**config.mk**
```make
export PLATFORM = sky130hd
export DESIGN_NAME = warp_fetch_top
export DESIGN_NICKNAME = d
export VERILOG_FILES = /design/src/rtl/warp_fetch_pkg.sv /design/src/rtl/fetch_control.sv /design/src/rtl/pc_valid_tracker.sv /design/src/rtl/dual_grant_arbiter.sv /design/src/rtl/warp_pc_table.sv /design/src/rtl/fetch_request_gen.sv /design/src/rtl/warp_fetch_top.sv
export SDC_FILE = /design/constraint.sdc
export NUM_CORES = 1
export LEC_CHECK = 0
export BUFFER_PORTS_ARGS = -buffer_cell sky130_fd_sc_hd__clkbuf_2
export CORE_ASPECT_RATIO = 1.4
export CORE_MARGIN = 2
export CORE_UTILIZATION = 50
export DETAILED_ROUTE_END_ITERATION = 6
export HOLD_SLACK_MARGIN = 0.08
export PLACE_DENSITY = 0.67
export REMOVE_ABC_BUFFERS = 1
export SYNTH_ARGS = -nofsm -noshare
export SYNTH_HDL_FRONTEND = slang
export SYNTH_SLANG_ARGS = --single-unit
```
**constraint.sdc**
```tcl
create_clock -name clk -period 6.69 [get_ports clk]
set_input_delay 1.0035 -clock clk [delete_from_list [all_inputs] [get_ports clk]]
set_output_delay 1.0035 -clock clk [all_outputs]
set_load 0.02 [all_outputs]
```
**src/rtl/warp_fetch_pkg.sv**
```systemverilog
`default_nettype none

package warp_fetch_pkg;

	localparam int num_warps = 8;
	localparam int pc_width = 32;
	localparam logic [pc_width-1:0] bundle_bytes = 8; // pc step of one fetch bundle.

	typedef logic [num_warps-1:0] warp_mask_t;
	typedef logic [$clog2(num_warps)-1:0] warp_id_t;

	// launch and redirect commands share this layout.
	typedef struct packed {
		logic valid;
		warp_id_t warp_id;
		logic [pc_width-1:0] pc;
	} pc_cmd_t;

	typedef struct packed {
		warp_mask_t warp_mask; // warp of the instruction decoded in this slot.
		logic exit_flag;
	} decode_slot_t;

	typedef struct packed {
		logic valid;
		warp_id_t warp_id;
		logic [pc_width-1:0] pc;
	} fetch_req_t;

	typedef struct packed {
		warp_mask_t grant_first;
		warp_mask_t grant_second;
	} grant_pair_t;

	// encodes a one-hot warp mask into its index, zero when the mask is empty.
	function automatic warp_id_t mask_to_id(input warp_mask_t mask);
		warp_id_t id;
		id = '0;
		for (int i = 0; i < num_warps; i++) begin
			if (mask[i]) begin
				id = warp_id_t'(i);
			end
		end
		return id;
	endfunction

endpackage

`default_nettype wire

```
**src/rtl/fetch_control.sv**
```systemverilog
`timescale 1ns/1ns
`default_nettype none

module fetch_control (
	input  warp_fetch_pkg::pc_cmd_t launch,
	input  warp_fetch_pkg::pc_cmd_t redirect,
	input  warp_fetch_pkg::decode_slot_t decode_0,
	input  warp_fetch_pkg::decode_slot_t decode_1,
	output warp_fetch_pkg::warp_mask_t update_mask,
	output logic [warp_fetch_pkg::pc_width-1:0] update_pc,
	output warp_fetch_pkg::warp_mask_t exit_mask
);
	import warp_fetch_pkg::*;

	warp_mask_t launch_mask;
	warp_mask_t redirect_mask;
	warp_mask_t exit_0;
	warp_mask_t exit_1;

	always_comb begin
		launch_mask = warp_mask_t'(1) << launch.warp_id;
		redirect_mask = warp_mask_t'(1) << redirect.warp_id;
	end

	// a redirect overrides any launch in the same cycle.
	// when both name one warp the redirect target is the one written,
	// and when they name different warps the launch is simply lost.
	always_comb begin
		update_mask = '0;
		update_pc = launch.pc;
		if (redirect.valid) begin
			update_mask = redirect_mask;
			update_pc = redirect.pc;
		end else if (launch.valid) begin
			update_mask = launch_mask;
		end
	end

	always_comb begin
		exit_0 = decode_0.exit_flag ? decode_0.warp_mask : '0;
		exit_1 = decode_1.exit_flag ? decode_1.warp_mask : '0;
		exit_mask = exit_0 | exit_1; // both slots may retire exits together.
	end

endmodule

`default_nettype wire

```
**src/rtl/pc_valid_tracker.sv**
```systemverilog
`timescale 1ns/1ns
`default_nettype none

module pc_valid_tracker (
	input  logic clk,
	input  logic rst_n,
	input  warp_fetch_pkg::warp_mask_t update_mask,
	input  warp_fetch_pkg::warp_mask_t exit_mask,
	output warp_fetch_pkg::warp_mask_t pc_valid_next,
	output warp_fetch_pkg::warp_mask_t pc_valid
);
	import warp_fetch_pkg::*;

	// an exit wins over a launch or redirect of the same warp.
	always_comb begin
		for (int i = 0; i < num_warps; i++) begin
			if (exit_mask[i]) begin
				pc_valid_next[i] = 1'b0;
			end else if (update_mask[i]) begin
				pc_valid_next[i] = 1'b1;
			end else begin
				pc_valid_next[i] = pc_valid[i];
			end
		end
	end

	always_ff @(posedge clk) begin
		if (!rst_n) begin
			pc_valid <= '0;
		end else begin
			pc_valid <= pc_valid_next;
		end
	end

endmodule

`default_nettype wire

```
**src/rtl/dual_grant_arbiter.sv**
```systemverilog
`timescale 1ns/1ns
`default_nettype none

module dual_grant_arbiter (
	input  logic clk,
	input  logic rst_n,
	input  warp_fetch_pkg::warp_mask_t ibuf_req,
	input  warp_fetch_pkg::warp_mask_t simt_stall,
	input  warp_fetch_pkg::warp_mask_t pc_valid_next,
	output warp_fetch_pkg::grant_pair_t grants
);
	import warp_fetch_pkg::*;

	warp_id_t ptr_q; // last granted warp.
	warp_id_t ptr_next;
	warp_mask_t eligible;
	warp_mask_t rotated;
	warp_mask_t first_rot;
	warp_mask_t second_rot;

	// moves the warp after ptr down to bit 0, so bit 0 has top priority.
	function automatic warp_mask_t rotate_to_ptr(input warp_mask_t vec, input warp_id_t ptr);
		warp_mask_t res;
		warp_id_t src;
		for (int i = 0; i < num_warps; i++) begin
			src = ptr + warp_id_t'(i) + warp_id_t'(1);
			res[i] = vec[src];
		end
		return res;
	endfunction

	function automatic warp_mask_t rotate_from_ptr(input warp_mask_t vec, input warp_id_t ptr);
		warp_mask_t res;
		warp_id_t dst;
		for (int i = 0; i < num_warps; i++) begin
			dst = ptr + warp_id_t'(i) + warp_id_t'(1);
			res[dst] = vec[i];
		end
		return res;
	endfunction

	// fixed priority, lowest bit first.
	function automatic warp_mask_t first_set(input warp_mask_t vec);
		warp_mask_t res;
		logic found;
		res = '0;
		found = 1'b0;
		for (int i = 0; i < num_warps; i++) begin
			if (vec[i] && !found) begin
				res[i] = 1'b1;
				found = 1'b1;
			end
		end
		return res;
	endfunction

	always_comb begin
		eligible = ibuf_req & ~simt_stall & pc_valid_next;
		rotated = rotate_to_ptr(eligible, ptr_q);
		first_rot = first_set(rotated);
		second_rot = first_set(rotated & ~first_rot); // second pass skips the first winner.
		grants.grant_first = rotate_from_ptr(first_rot, ptr_q);
		grants.grant_second = rotate_from_ptr(second_rot, ptr_q);
	end

	// the next search starts just past the last warp that won.
	always_comb begin
		ptr_next = ptr_q;
		if (|grants.grant_second) begin
			ptr_next = mask_to_id(grants.grant_second);
		end else if (|grants.grant_first) begin
			ptr_next = mask_to_id(grants.grant_first);
		end
	end

	always_ff @(posedge clk) begin
		if (!rst_n) begin
			ptr_q <= warp_id_t'(num_warps - 1); // warp 0 goes first out of reset.
		end else begin
			ptr_q <= ptr_next;
		end
	end

endmodule

`default_nettype wire

```
**src/rtl/warp_pc_table.sv**
```systemverilog
`timescale 1ns/1ns
`default_nettype none

module warp_pc_table (
	input  logic clk,
	input  logic rst_n,
	input  warp_fetch_pkg::warp_mask_t update_mask,
	input  logic [warp_fetch_pkg::pc_width-1:0] update_pc,
	input  warp_fetch_pkg::grant_pair_t grants,
	output logic [warp_fetch_pkg::num_warps-1:0][warp_fetch_pkg::pc_width-1:0] pcs
);
	import warp_fetch_pkg::*;

	warp_mask_t granted;

	assign granted = grants.grant_first | grants.grant_second;

	// a launch or redirect replaces the pc even if the warp was granted.
	always_ff @(posedge clk) begin
		if (!rst_n) begin
			pcs <= '0;
		end else begin
			for (int i = 0; i < num_warps; i++) begin
				if (update_mask[i]) begin
					pcs[i] <= update_pc;
				end else if (granted[i]) begin
					pcs[i] <= pcs[i] + bundle_bytes;
				end
			end
		end
	end

endmodule

`default_nettype wire

```
**src/rtl/fetch_request_gen.sv**
```systemverilog
`timescale 1ns/1ns
`default_nettype none

module fetch_request_gen (
	input  logic clk,
	input  logic rst_n,
	input  warp_fetch_pkg::grant_pair_t grants,
	input  logic [warp_fetch_pkg::num_warps-1:0][warp_fetch_pkg::pc_width-1:0] pcs,
	input  warp_fetch_pkg::warp_mask_t update_mask,
	input  logic [warp_fetch_pkg::pc_width-1:0] update_pc,
	output warp_fetch_pkg::fetch_req_t fetch_0,
	output warp_fetch_pkg::fetch_req_t fetch_1
);
	import warp_fetch_pkg::*;

	fetch_req_t req_0;
	fetch_req_t req_1;

	// builds one request from a one-hot grant.
	// a pc written this cycle is forwarded, so a warp launched or redirected
	// in the grant cycle fetches from its new target.
	function automatic fetch_req_t build_req(
		input warp_mask_t grant,
		input logic [num_warps-1:0][pc_width-1:0] pc_table,
		input warp_mask_t upd_mask,
		input logic [pc_width-1:0] upd_pc
	);
		fetch_req_t req;
		warp_id_t id;
		id = mask_to_id(grant);
		req.valid = |grant;
		req.warp_id = id;
		req.pc = upd_mask[id] ? upd_pc : pc_table[id];
		return req;
	endfunction

	always_comb begin
		req_0 = build_req(grants.grant_first, pcs, update_mask, update_pc);
		req_1 = build_req(grants.grant_second, pcs, update_mask, update_pc);
	end

	always_ff @(posedge clk) begin
		if (!rst_n) begin
			fetch_0 <= '0;
			fetch_1 <= '0;
		end else begin
			fetch_0 <= req_0;
			fetch_1 <= req_1;
		end
	end

endmodule

`default_nettype wire

```
**src/rtl/warp_fetch_top.sv**
```systemverilog
`timescale 1ns/1ns
`default_nettype none

module warp_fetch_top (
	input  logic clk,
	input  logic rst_n,
	input  warp_fetch_pkg::warp_mask_t ibuf_req,
	input  warp_fetch_pkg::warp_mask_t simt_stall,
	input  warp_fetch_pkg::pc_cmd_t launch,
	input  warp_fetch_pkg::pc_cmd_t redirect,
	input  warp_fetch_pkg::decode_slot_t decode_0,
	input  warp_fetch_pkg::decode_slot_t decode_1,
	output warp_fetch_pkg::fetch_req_t fetch_0,
	output warp_fetch_pkg::fetch_req_t fetch_1,
	output warp_fetch_pkg::warp_mask_t pc_valid
);
	import warp_fetch_pkg::*;

	warp_mask_t update_mask;
	warp_mask_t exit_mask;
	warp_mask_t pc_valid_next;
	logic [pc_width-1:0] update_pc;
	grant_pair_t grants;
	logic [num_warps-1:0][pc_width-1:0] pcs;

	fetch_control u_fetch_control (
		.launch      (launch),
		.redirect    (redirect),
		.decode_0    (decode_0),
		.decode_1    (decode_1),
		.update_mask (update_mask),
		.update_pc   (update_pc),
		.exit_mask   (exit_mask)
	);

	pc_valid_tracker u_pc_valid_tracker (
		.clk           (clk),
		.rst_n         (rst_n),
		.update_mask   (update_mask),
		.exit_mask     (exit_mask),
		.pc_valid_next (pc_valid_next),
		.pc_valid      (pc_valid)
	);

	// the arbiter sees this cycle's launches and exits through pc_valid_next.
	dual_grant_arbiter u_dual_grant_arbiter (
		.clk           (clk),
		.rst_n         (rst_n),
		.ibuf_req      (ibuf_req),
		.simt_stall    (simt_stall),
		.pc_valid_next (pc_valid_next),
		.grants        (grants)
	);

	warp_pc_table u_warp_pc_table (
		.clk         (clk),
		.rst_n       (rst_n),
		.update_mask (update_mask),
		.update_pc   (update_pc),
		.grants      (grants),
		.pcs         (pcs)
	);

	fetch_request_gen u_fetch_request_gen (
		.clk         (clk),
		.rst_n       (rst_n),
		.grants      (grants),
		.pcs         (pcs),
		.update_mask (update_mask),
		.update_pc   (update_pc),
		.fetch_0     (fetch_0),
		.fetch_1     (fetch_1)
	);

endmodule

`default_nettype wire

```
Word-level counts from Yosys, hierarchy flattened
Cells that the tools add are included.

word-level totals
  register bits after elaboration = 339
  input bits = 108
  output and inout bits = 80
  word-level logic and storage cells = 251

operators by class
  add/sub/neg operators = 22
  order comparisons = 18
  shifts and indexed selects = 2
  multiplexer cells = 139
  bitwise gates (word level) = 7
  reduce and logical (&&, ||, !) cells = 47

operator list
  operator                                                                count
  32-bit two-way mux                                                      21
  32-bit by 4-bit adder with 32-bit output (second input constant)        8
  32-bit binary-select mux with 3-bit select                              2
  8-bit bitwise mux                                                       16
  1-bit two-way mux                                                       64
  3-bit by 4-bit < comparator with 1-bit output (second input constant)   10
  8-bit two-way mux                                                       4
  1-bit binary-select mux with 3-bit select                               10
  3-bit two-way mux                                                       10
  3-bit by 1-bit adder with 3-bit output (second input constant)          8
  8-bit bitwise AND                                                       3
  1-bit demux with 3-bit select                                           8
  3-bit by 1-bit >= comparator with 1-bit output (second input constant)  8
  1-bit logical AND                                                       22
  2-bit nonzero test                                                      9
  8-bit inverter                                                          2
  8-bit OR                                                                2
  8-bit OR reduction                                                      2
  1-bit by 3-bit << shifter with 8-bit output (first input constant)      2
  1-bit zero test                                                         14
  3-bit adder (second input constant)                                     4
  2-bit two-way mux                                                       4
  3-bit by 2-bit adder with 3-bit output (second input constant)          2

Logic depth before layout (Yosys ltp)
Gate-level depths: netlist (run 1).

  word-level depth = 65
  mapped depth = 25
  gate-level depth less buffers = 17

Hierarchy
A second synthesis (run 1) with hierarchy kept.

second synthesis, totals
  cell total of the unflattened synthesis = 3,092
  area total of the unflattened synthesis = 25,030.3 µm²

modules (own cells, without submodules)
  module              times used  cells an instance  area each (µm²)  sequential area each (µm²)
  warp_pc_table       1           1,731              13,985.9         5,124.9
  fetch_request_gen   1           861                7,263.2          1,441.4
  dual_grant_arbiter  1           403                2,866.5          60.1
  fetch_control       1           65                 594.3            0.0
  pc_valid_tracker    1           32                 320.3            160.2

Least setup slack after synthesis (run 1)
OpenSTA, ideal clock, no wires.

  kind = input-to-reg
  start = input redirect[32] (netlist bit)
  end = register, netlist name u_fetch_request_gen.fetch_1[16]
  setup time = 65 ps
  arrival time = 5,691 ps
  data required time = 6,625 ps
  slack = 934 ps
  stages = 20
  path buffers = 5
  cells stage by stage = buf_2 -> and4bb_1 -> a211oi_4 -> nor3_1 -> or4_4 -> or3_1 -> buf_2 -> nor4_1 -> buf_2 -> mux2_1 -> a211oi_1 -> nor4_1 -> nand3b_1 -> nor2b_1 -> clkbuf_1 -> a22o_1 -> a211oi_4 -> buf_4 -> mux2_2 -> nor2_1

on the way
  longest elaborated chain between the ends = 44
  elaborated cells between the ends (all ways) = 113
  classes of those cells = 1 x shift; 81 x mux; 3 x bitwise; 28 x reduce/logical

RTL lines
  item                                                                                                     line                      text
  from (decl)                                                                                              warp_fetch_top.sv:10      input warp_fetch_pkg::pc_cmd_t redirect,
  1-bit by 3-bit << shifter with 8-bit output *                                                            fetch_control.sv:22       redirect_mask = warp_mask_t'(1) << redirect.warp_id;
  8-bit two-way mux *                                                                                      fetch_control.sv:31       if (redirect.valid) begin
  1-bit two-way mux                                                                                        pc_valid_tracker.sv:19    end else if (update_mask[i]) begin
  1-bit two-way mux                                                                                        pc_valid_tracker.sv:17    if (exit_mask[i]) begin
  8-bit bitwise AND                                                                                        dual_grant_arbiter.sv:58  eligible = ibuf_req & ~simt_stall & pc_valid_next;
  1-bit binary-select mux with 3-bit select                                                                dual_grant_arbiter.sv:27  res[i] = vec[src];
  1-bit two-way mux (not written as such)                                                                  dual_grant_arbiter.sv:27
  1-bit two-way mux                                                                                        dual_grant_arbiter.sv:49  if (vec[i] && !found) begin
  [... 24 more ...]                                                                                        n/a
  1-bit two-way mux                                                                                        dual_grant_arbiter.sv:49
  8-bit bitwise mux                                                                                        dual_grant_arbiter.sv:37  res[dst] = vec[i];
  1-bit two-way mux                                                                                        warp_fetch_pkg.sv:40      if (mask[i]) begin
  2-bit two-way mux (2 in series)                                                                          warp_fetch_pkg.sv:40
  3-bit two-way mux (4 in series)                                                                          warp_fetch_pkg.sv:40
  32-bit binary-select mux with 3-bit select or 1-bit binary-select mux with 3-bit select (tied branches)  fetch_request_gen.sv:33   req.pc = upd_mask[id] ? upd_pc : pc_table[id];
  32-bit two-way mux (not written as such) or 1-bit two-way mux (tied branches)                            fetch_request_gen.sv:33
  32-bit two-way mux *                                                                                     fetch_request_gen.sv:33

Mark *: on every way between the ends. The rest lies on a longest branch, timed or not. The select of a mux whose other input is x is not followed.
A chain may end at the register's enable or synchronous reset.

Worst setup path in the final report (run 1)
  start = register u_dual_grant_arbiter.ptr_q[2]
  end = register, netlist name u_fetch_request_gen.fetch_0[23]

on the way
  longest elaborated chain between the ends = 36
  elaborated cells between the ends (all ways) = 118
  classes of those cells = 14 x add/sub; 16 x order compare; 66 x mux; 22 x reduce/logical

RTL lines
  item                                                                                                     line                      text
  from (decl)                                                                                              dual_grant_arbiter.sv:14  warp_id_t ptr_q;
  from (signal assigned)                                                                                   dual_grant_arbiter.sv:78  ptr_q <= warp_id_t'(num_warps - 1);
  from (signal assigned)                                                                                   dual_grant_arbiter.sv:80  ptr_q <= ptr_next;
  branches (longest 25 deep; another with 3-bit by 1-bit adder with 3-bit output)                          n/a
  8-bit bitwise mux *                                                                                      dual_grant_arbiter.sv:37
  1-bit two-way mux                                                                                        warp_fetch_pkg.sv:40
  2-bit two-way mux (2 in series)                                                                          warp_fetch_pkg.sv:40
  3-bit two-way mux (3 in series)                                                                          warp_fetch_pkg.sv:40
  3-bit two-way mux *                                                                                      warp_fetch_pkg.sv:40
  32-bit binary-select mux with 3-bit select or 1-bit binary-select mux with 3-bit select (tied branches)  fetch_request_gen.sv:33
  32-bit two-way mux (not written as such) or 1-bit two-way mux (tied branches)                            fetch_request_gen.sv:33
  32-bit two-way mux *                                                                                     fetch_request_gen.sv:33

Every way passes the cells marked *. The select of a mux whose other input is x is not followed.

==> flow_metrics.py, run 1 <==
metrics = {
    "die": {
        "ioPinCount": 188,
        "fp-row-count": 94,
        "initial_core_util_pct": 50.4,
        "die_w_microns": 187,
        "core_sq_um": 46700,
        "die_h_microns": 261,
        "dieArea_sq_um": 48800,
    },
    "finish": {
        "drive_above_1_share_pct": 16.2,
        "fin_cells": 3834,
        "fin_util_pct": 57.9,
        "nets": 3303,
        "areaGrowthSynthToFinish_pct": 14.8,
    },
    "synth": {
        "ys_async_sr_fraction_pct": 0,
        "ys.flop_type": "dfxtp_1",
        "synth_seq_cells": 339,
        "synth_area_leaders": "dfxtp_1 29%, mux2i_1 9.1%, a211oi_1 5.5%",
        "synth_most_common_cell": "nand2_1",
        "synth_top_area_cell": "dfxtp_1",
        "synth_seq_area_share_pct": 28.8,
        "synth_cells": 3029,
        "netlist_area_sq_um": 23500,
        "avgSynthCellArea_sq_um": 7.77,
        "synth_edf_count": 0,
        "synth_warnings": 0,
        "yosysTopAreaCellShare_pct": 28.8,
        "ys_top_cells_by_count": "342 x nand2_1, 339 x dfxtp_1, 323 x nor2_1",
        "synth.distinct_cells": 89,
    },
    "flow_run": {
        "cap_viol_max_count": 0,
    },
    "hold_path": {
        "hold_path.class": "register to register",
        "whs_path_depth": 2,
        "holdCritStartpoint": "u_warp_pc_table.pcs[130]",
    },
    "critical_path": {
        "crit_fanout": 10,
        "r2r_start": "u_dual_grant_arbiter.ptr_q[2]",
        "endpoint_kind": "register",
        "critical_path.startpoint": "u_dual_grant_arbiter.ptr_q[2]",
        "timing_worst_setup_path_type": "register to register",
        "cp.required_ps": 7180,
        "start_kind": "register",
        "reg2reg_depth": 20,
        "worst-endpoint-arrival_ps": 6820,
    },
    "global_routing": {
        "grt_pass1_vias": 24495,
        "grt_usage_pct": 39.4,
        "grt_pass1_wl_microns": 149000,
        "antenna_found_initial": 1,
        "grt_max_degree": 167,
        "grt_overflow": 0,
    },
    "clock_network": {
        "cts-resized-gates": 0,
        "clockBufferDepth": 3,
        "root_buffer": "clkbuf_16",
        "cts_made_buffers": 39,
        "cts.clk_slew.worst_paths_ps": 60,
        "cts_max_level": 2,
        "cts_tree": "built",
        "insertion_delay_ps": 570,
        "cts_hold_buf": 0,
        "post_cts_buffers": 0,
        "clock_sinks": 339,
    },
    "timing": {
        "period_minus_slack_ps": 6330,
        "finalMaxSlewViolations": 0,
        "finalCritPeriodShare_pct": 94.6,
        "fmax_ghz": 0.158,
        "hold_ws_ps": 514,
        "tightest_slew_ps": 1210,
        "grt_setup_unrepaired": "false",
        "setup_slack_ps": 358,
        "final-setup-viol-count": 0,
        "fin_skew_ps": 27.6,
        "slew_headroom_pct": 17.1,
        "hold_violations": 0,
    },
    "placement": {
        "place_ws_ps": -68.6,
        "portBuffers": 187,
        "gp_congestion": 1.03,
        "dpl.hpwl_microns": 68400,
        "dp.cells": 3764,
    },
    "status": {
        "status": "completed",
    },
    "route": {
        "via_per_inst": 6.58,
        "vias": 25238,
        "drc": 0,
        "first_iter_violations": 2421,
        "wl_met3_microns": 7530,
        "postRouteAntennaNets": 0,
        "drt-total-wl_microns": 99100,
        "met1_length_microns": 38300,
        "route.met2.wl_microns": 45700,
        "wl_per_cell_microns": 25.8,
        "highest_layer": "met4",
        "dr.pass1.iters": 6,
    },
    "pwr": {
        "ir_worst_vdd_uv": 619,
        "power.leakage_nw": 10.8,
        "p_per_area_nw_per_um2": 555,
    },
}
## worst max-delay path, cell delays in order (launching register included)
cell and delay, ps:
dfxtp_1 690, inv_1 250, ha_1 530, inv_1 90, a211oi_1 290, a22oi_1 230
buf_4 210, nor2_1 430, buf_4 220, o21ai_0 120, a311oi_1 560, a21oi_1 140
buf_4 180, nor3_1 190, buf_4 160, nand3_4 130, o211ai_1 330, a21oi_4 90
or3_1 540, o21ai_0 660, buf_4 220
## power by group
part           switching, mW  total, mW  internal, mW
logic                   6.42       10.3          3.90
registers              0.235       2.56          2.33
clock network          0.916       2.12          1.21
total                   7.57       15.0          7.43
## registers in the layout, summed over array words and instances, names as in the netlist
signal,flops
u_warp_pc_table.pcs,256
u_fetch_request_gen.fetch_0,36
u_fetch_request_gen.fetch_1,36
u_pc_valid_tracker.pc_valid,8
u_dual_grant_arbiter.ptr_q,3
## stage by stage
| step | setup TNS, ps | total power, mW | instance area [sq um] |
|---|---|---|---|
| global route | 0 | 15.7 | 27000 |
| global placement | 0 | 12.5 | 25800 |
| detailed placement | -941 | 12.6 | 25800 |
| floorplan | -432820 | 8.30 | 22600 |
| finish | 0 | 15.0 | 27000 |
| CTS | 0 | 14.8 | 27000 |
## placed cells by master (no fill, tap or decap), types with 20 or more instances in the layout
cell type,n
nand4_1,38
nand2_1,342
mux2i_1,213
mux2_2,52
xor2_1,89
a211oi_1,171
dfxtp_1,339
clkbuf_16,39
clkbuf_2,185
a22oi_1,75
nor2b_1,25
o211a_1,20
inv_1,20
nand3_1,94
nor2_1,320
a21oi_1,131
xnor2_1,123
nor3_1,46
o211ai_1,74
and3_1,84
buf_4,144
nand2b_1,25
o21ai_0,211
## final cells by class
type	instances	area, sq um
Antenna cell	2	5.00
Clock buffer	61	1170
Clock inverter	7	78.8
Fill cell	4383	19700
Inverter	23	93.8
Multi-Input combinational cell	2437	15900
Sequential cell	339	6790
Tap cell	624	781
Timing Repair Buffer	341	2230
## kinds of logic (layout without fill, tap and decap cells)
kind of cell | Yosys count | after routing | share of synthesized area [%]
AO/OA/AOI/OAI | 851 | 851 | 24.4
multiplexers | 281 | 281 | 12.4
flip-flops | 339 | 339 | 28.8
buffers and inverters | 253 | 432 | 4.27
AND/OR/NAND/NOR | 1078 | 1078 | 21.4
XOR/XNOR | 212 | 212 | 7.89
adder cells (fa/ha/maj) | 15 | 15 | 0.787
other | 0 | 2 | 0
## routing by layer
| layer | up-vias | track usage [%] |
|---|---|---|
| li1 | 11381 | - |
| met1 | 12120 | 47.2 |
| met2 | 1344 | 65.0 |
| met3 | 393 | 6.01 |
| met4 | 0 | 27.6 |
| met5 | - | 0 |
## worst paths after layout
kind | to | slack, ps
hold reg to reg | u_warp_pc_table.pcs[130] | 510
hold / removal | u_warp_pc_table.pcs[130] | 510
setup reg to reg | u_fetch_request_gen.fetch_0[23] | 360
setup / recovery | u_fetch_request_gen.fetch_0[23] | 360
Power figures use the tool's default switching activity.
==> inputs of run 2 (changes only) <==
- PLACE_DENSITY: 0.67 -> not set
- PLACE_DENSITY_LB_ADDON: not set -> 0.12
==> run 2 against run 1 <==
Compared with the run above:
- the run now ends with DRC left
- die area unchanged
- final cell count up 0.18%
- flip-flop and latch count unchanged
- global-route usage down 0.57 points
- sequential share of layout area down 0.15 points
- via count down 0.76%
- hold slack worse by 1.4 ps
- clock skew down 7.5 ps
- largest cell class unchanged
==> flow_metrics.py, run 2 (synthesized netlist as in run 1, its figures left out) <==
metrics = {
    "clock_network": {
        "clock_sinks": 339,
        "cts_hold_buf": 0,
        "cts-resized-gates": 0,
        "post_cts_buffers": 0,
        "clockBufferDepth": 3,
        "cts.clk_slew.worst_paths_ps": 60,
        "root_buffer": "clkbuf_16",
        "cts_tree": "built",
        "insertion_delay_ps": 570,
        "cts_max_level": 2,
        "cts_made_buffers": 38,
    },
    "timing": {
        "finalMaxSlewViolations": 0,
        "tightest_slew_ps": 1290,
        "fin_skew_ps": 20.1,
        "grt_setup_unrepaired": "false",
        "final-setup-viol-count": 0,
        "slew_headroom_pct": 11.6,
        "fmax_ghz": 0.167,
        "period_minus_slack_ps": 5980,
        "finalCritPeriodShare_pct": 89.4,
        "hold_violations": 0,
        "tns_ps": 0,
    },
    "route": {
        "route.met2.wl_microns": 45600,
        "wl_met3_microns": 7580,
        "first_iter_violations": 2586,
        "drc": 5,
        "highest_layer": "met4",
        "dr.pass1.iters": 7,
        "drt-total-wl_microns": 98000,
        "vias": 25045,
        "wl_per_cell_microns": 25.5,
        "met1_length_microns": 37200,
        "postRouteAntennaNets": 0,
        "via_per_inst": 6.52,
    },
    "die": {
        "fp-row-count": 94,
        "dieArea_sq_um": 48800,
        "die_h_microns": 261,
        "die_w_microns": 187,
        "core_sq_um": 46700,
        "ioPinCount": 188,
        "initial_core_util_pct": 50.4,
    },
    "finish": {
        "largest_reg_flops": 256,
        "finish.instance_area_sq_um": 27200,
        "layout_commonest_cell": "nand2_1",
        "nets": 3311,
        "regMostFlops": "u_warp_pc_table.pcs",
        "drive_above_1_share_pct": 16.7,
        "areaGrowthSynthToFinish_pct": 15.5,
        "top_regs": "u_warp_pc_table.pcs (256), u_fetch_request_gen.fetch_0 (36), u_fetch_request_gen.fetch_1 (36)",
        "final_cell_mix": "342 x nand2_1, 339 x dfxtp_1, 320 x nor2_1",
    },
    "pwr": {
        "power.leakage_nw": 10.9,
        "ir_worst_vdd_uv": 565,
        "p_per_area_nw_per_um2": 564,
    },
    "global_routing": {
        "grt_max_degree": 148,
        "grt_pass1_vias": 23910,
        "antenna_found_initial": 2,
        "grt_usage_pct": 38.8,
        "grt_pass1_wl_microns": 146000,
        "grt_overflow": 0,
    },
    "flow_run": {
        "cap_viol_max_count": 0,
    },
    "placement": {
        "post_dp_cell_area_sq_um": 25900,
        "portBuffers": 187,
        "gp_congestion": 1.02,
        "dpl.hpwl_microns": 68800,
    },
    "status": {
        "status": "finished, violations left",
        "violations": "DRC",
    },
    "critical_path": {
        "ff2ff_setup_slack_ps": 730,
        "endpoint_kind": "register",
        "reg2reg_depth": 21,
        "critical_path.startpoint": "launch[33]",
        "start_kind": "input port",
        "r2r_start": "u_dual_grant_arbiter.ptr_q[1]",
        "worst-endpoint-arrival_ps": 6430,
        "r2r_end": "u_fetch_request_gen.fetch_1[23]",
        "timing_worst_setup_path_type": "input port to register",
        "crit_fanout": 16,
        "cp-endpoint": "u_fetch_request_gen.fetch_1[23]",
        "cp.required_ps": 7140,
    },
    "hold_path": {
        "hold_path.class": "register to register",
    },
}
-- run 2: how the worst min path moves through the flow --
stage | startpoint | slack (ps) | end | cells after the start
6_report | u_warp_pc_table.pcs[1] | 510 | u_warp_pc_table.pcs[1] | 2
5_1_grt | u_warp_pc_table.pcs[88] | 530 | u_warp_pc_table.pcs[88] | 2
4_1_cts | u_warp_pc_table.pcs[1] | 510 | u_warp_pc_table.pcs[1] | 2
3_5_place_dp | u_warp_pc_table.pcs[66] | 510 | u_warp_pc_table.pcs[66] | 2
3_3_place_gp | u_warp_pc_table.pcs[0] | 500 | u_warp_pc_table.pcs[0] | 2
2_1_floorplan | u_warp_pc_table.pcs[88] | 480 | u_warp_pc_table.pcs[88] | 2
-- run 2: critical path: stages --
cell,delay [ps]
clkbuf_2,120
nor2b_1,620
a211oi_2,270
buf_4,220
a211oi_1,400
a2bb2oi_1,130
buf_4,200
nor2_1,280
buf_4,220
nor3_1,60
o21ai_0,240
a31oi_1,210
o32ai_2,480
nand4_1,410
mux2i_1,220
a22o_1,300
a211oi_4,320
buf_12,230
a21oi_1,60
buf_4,150
a211oi_1,290
-- run 2: layer usage --
layer | GRT usage, % | up-vias
met1 | 46.1 | 11908
li1 | - | 11380
met5 | 0 | -
met2 | 65.0 | 1358
met3 | 5.46 | 399
met4 | 27.1 | 0
-- run 2: layout make-up --
cell class / instances / area [sq um]
Sequential cell: 339 / 6790
Tap cell: 624 / 781
Clock buffer: 51 / 1100
Fill cell: 4356 / 19500
Clock inverter: 16 / 174
Timing Repair Buffer: 350 / 2350
Inverter: 23 / 93.8
Antenna cell: 1 / 2.50
Multi-Input combinational cell: 2437 / 15900
-- run 2: through the flow --
step / cells / worst slack [ps] / total power [mW] / utilization, % / hold WS (ps)
2_1_floorplan: 2799 / -7230 / 8.30 / - / 484
3_3_place_gp: 3773 / 328 / 12.8 / 55.5 / 499
3_5_place_dp: 3773 / 273 / 12.9 / 55.5 / 507
4_1_cts: 3840 / 822 / 15.1 / 58.2 / 515
5_1_grt: 3840 / 411 / 16.0 / 58.2 / 533
6_report: 3841 / 710 / 15.3 / 58.2 / 512
-- run 2: power by group --
| part | leakage (nW) | switching, mW | internal (mW) |
|---|---|---|---|
| logic | 7.49 | 6.52 | 4.07 |
| clock network | 0.641 | 0.922 | 1.27 |
| registers | 2.77 | 0.221 | 2.33 |
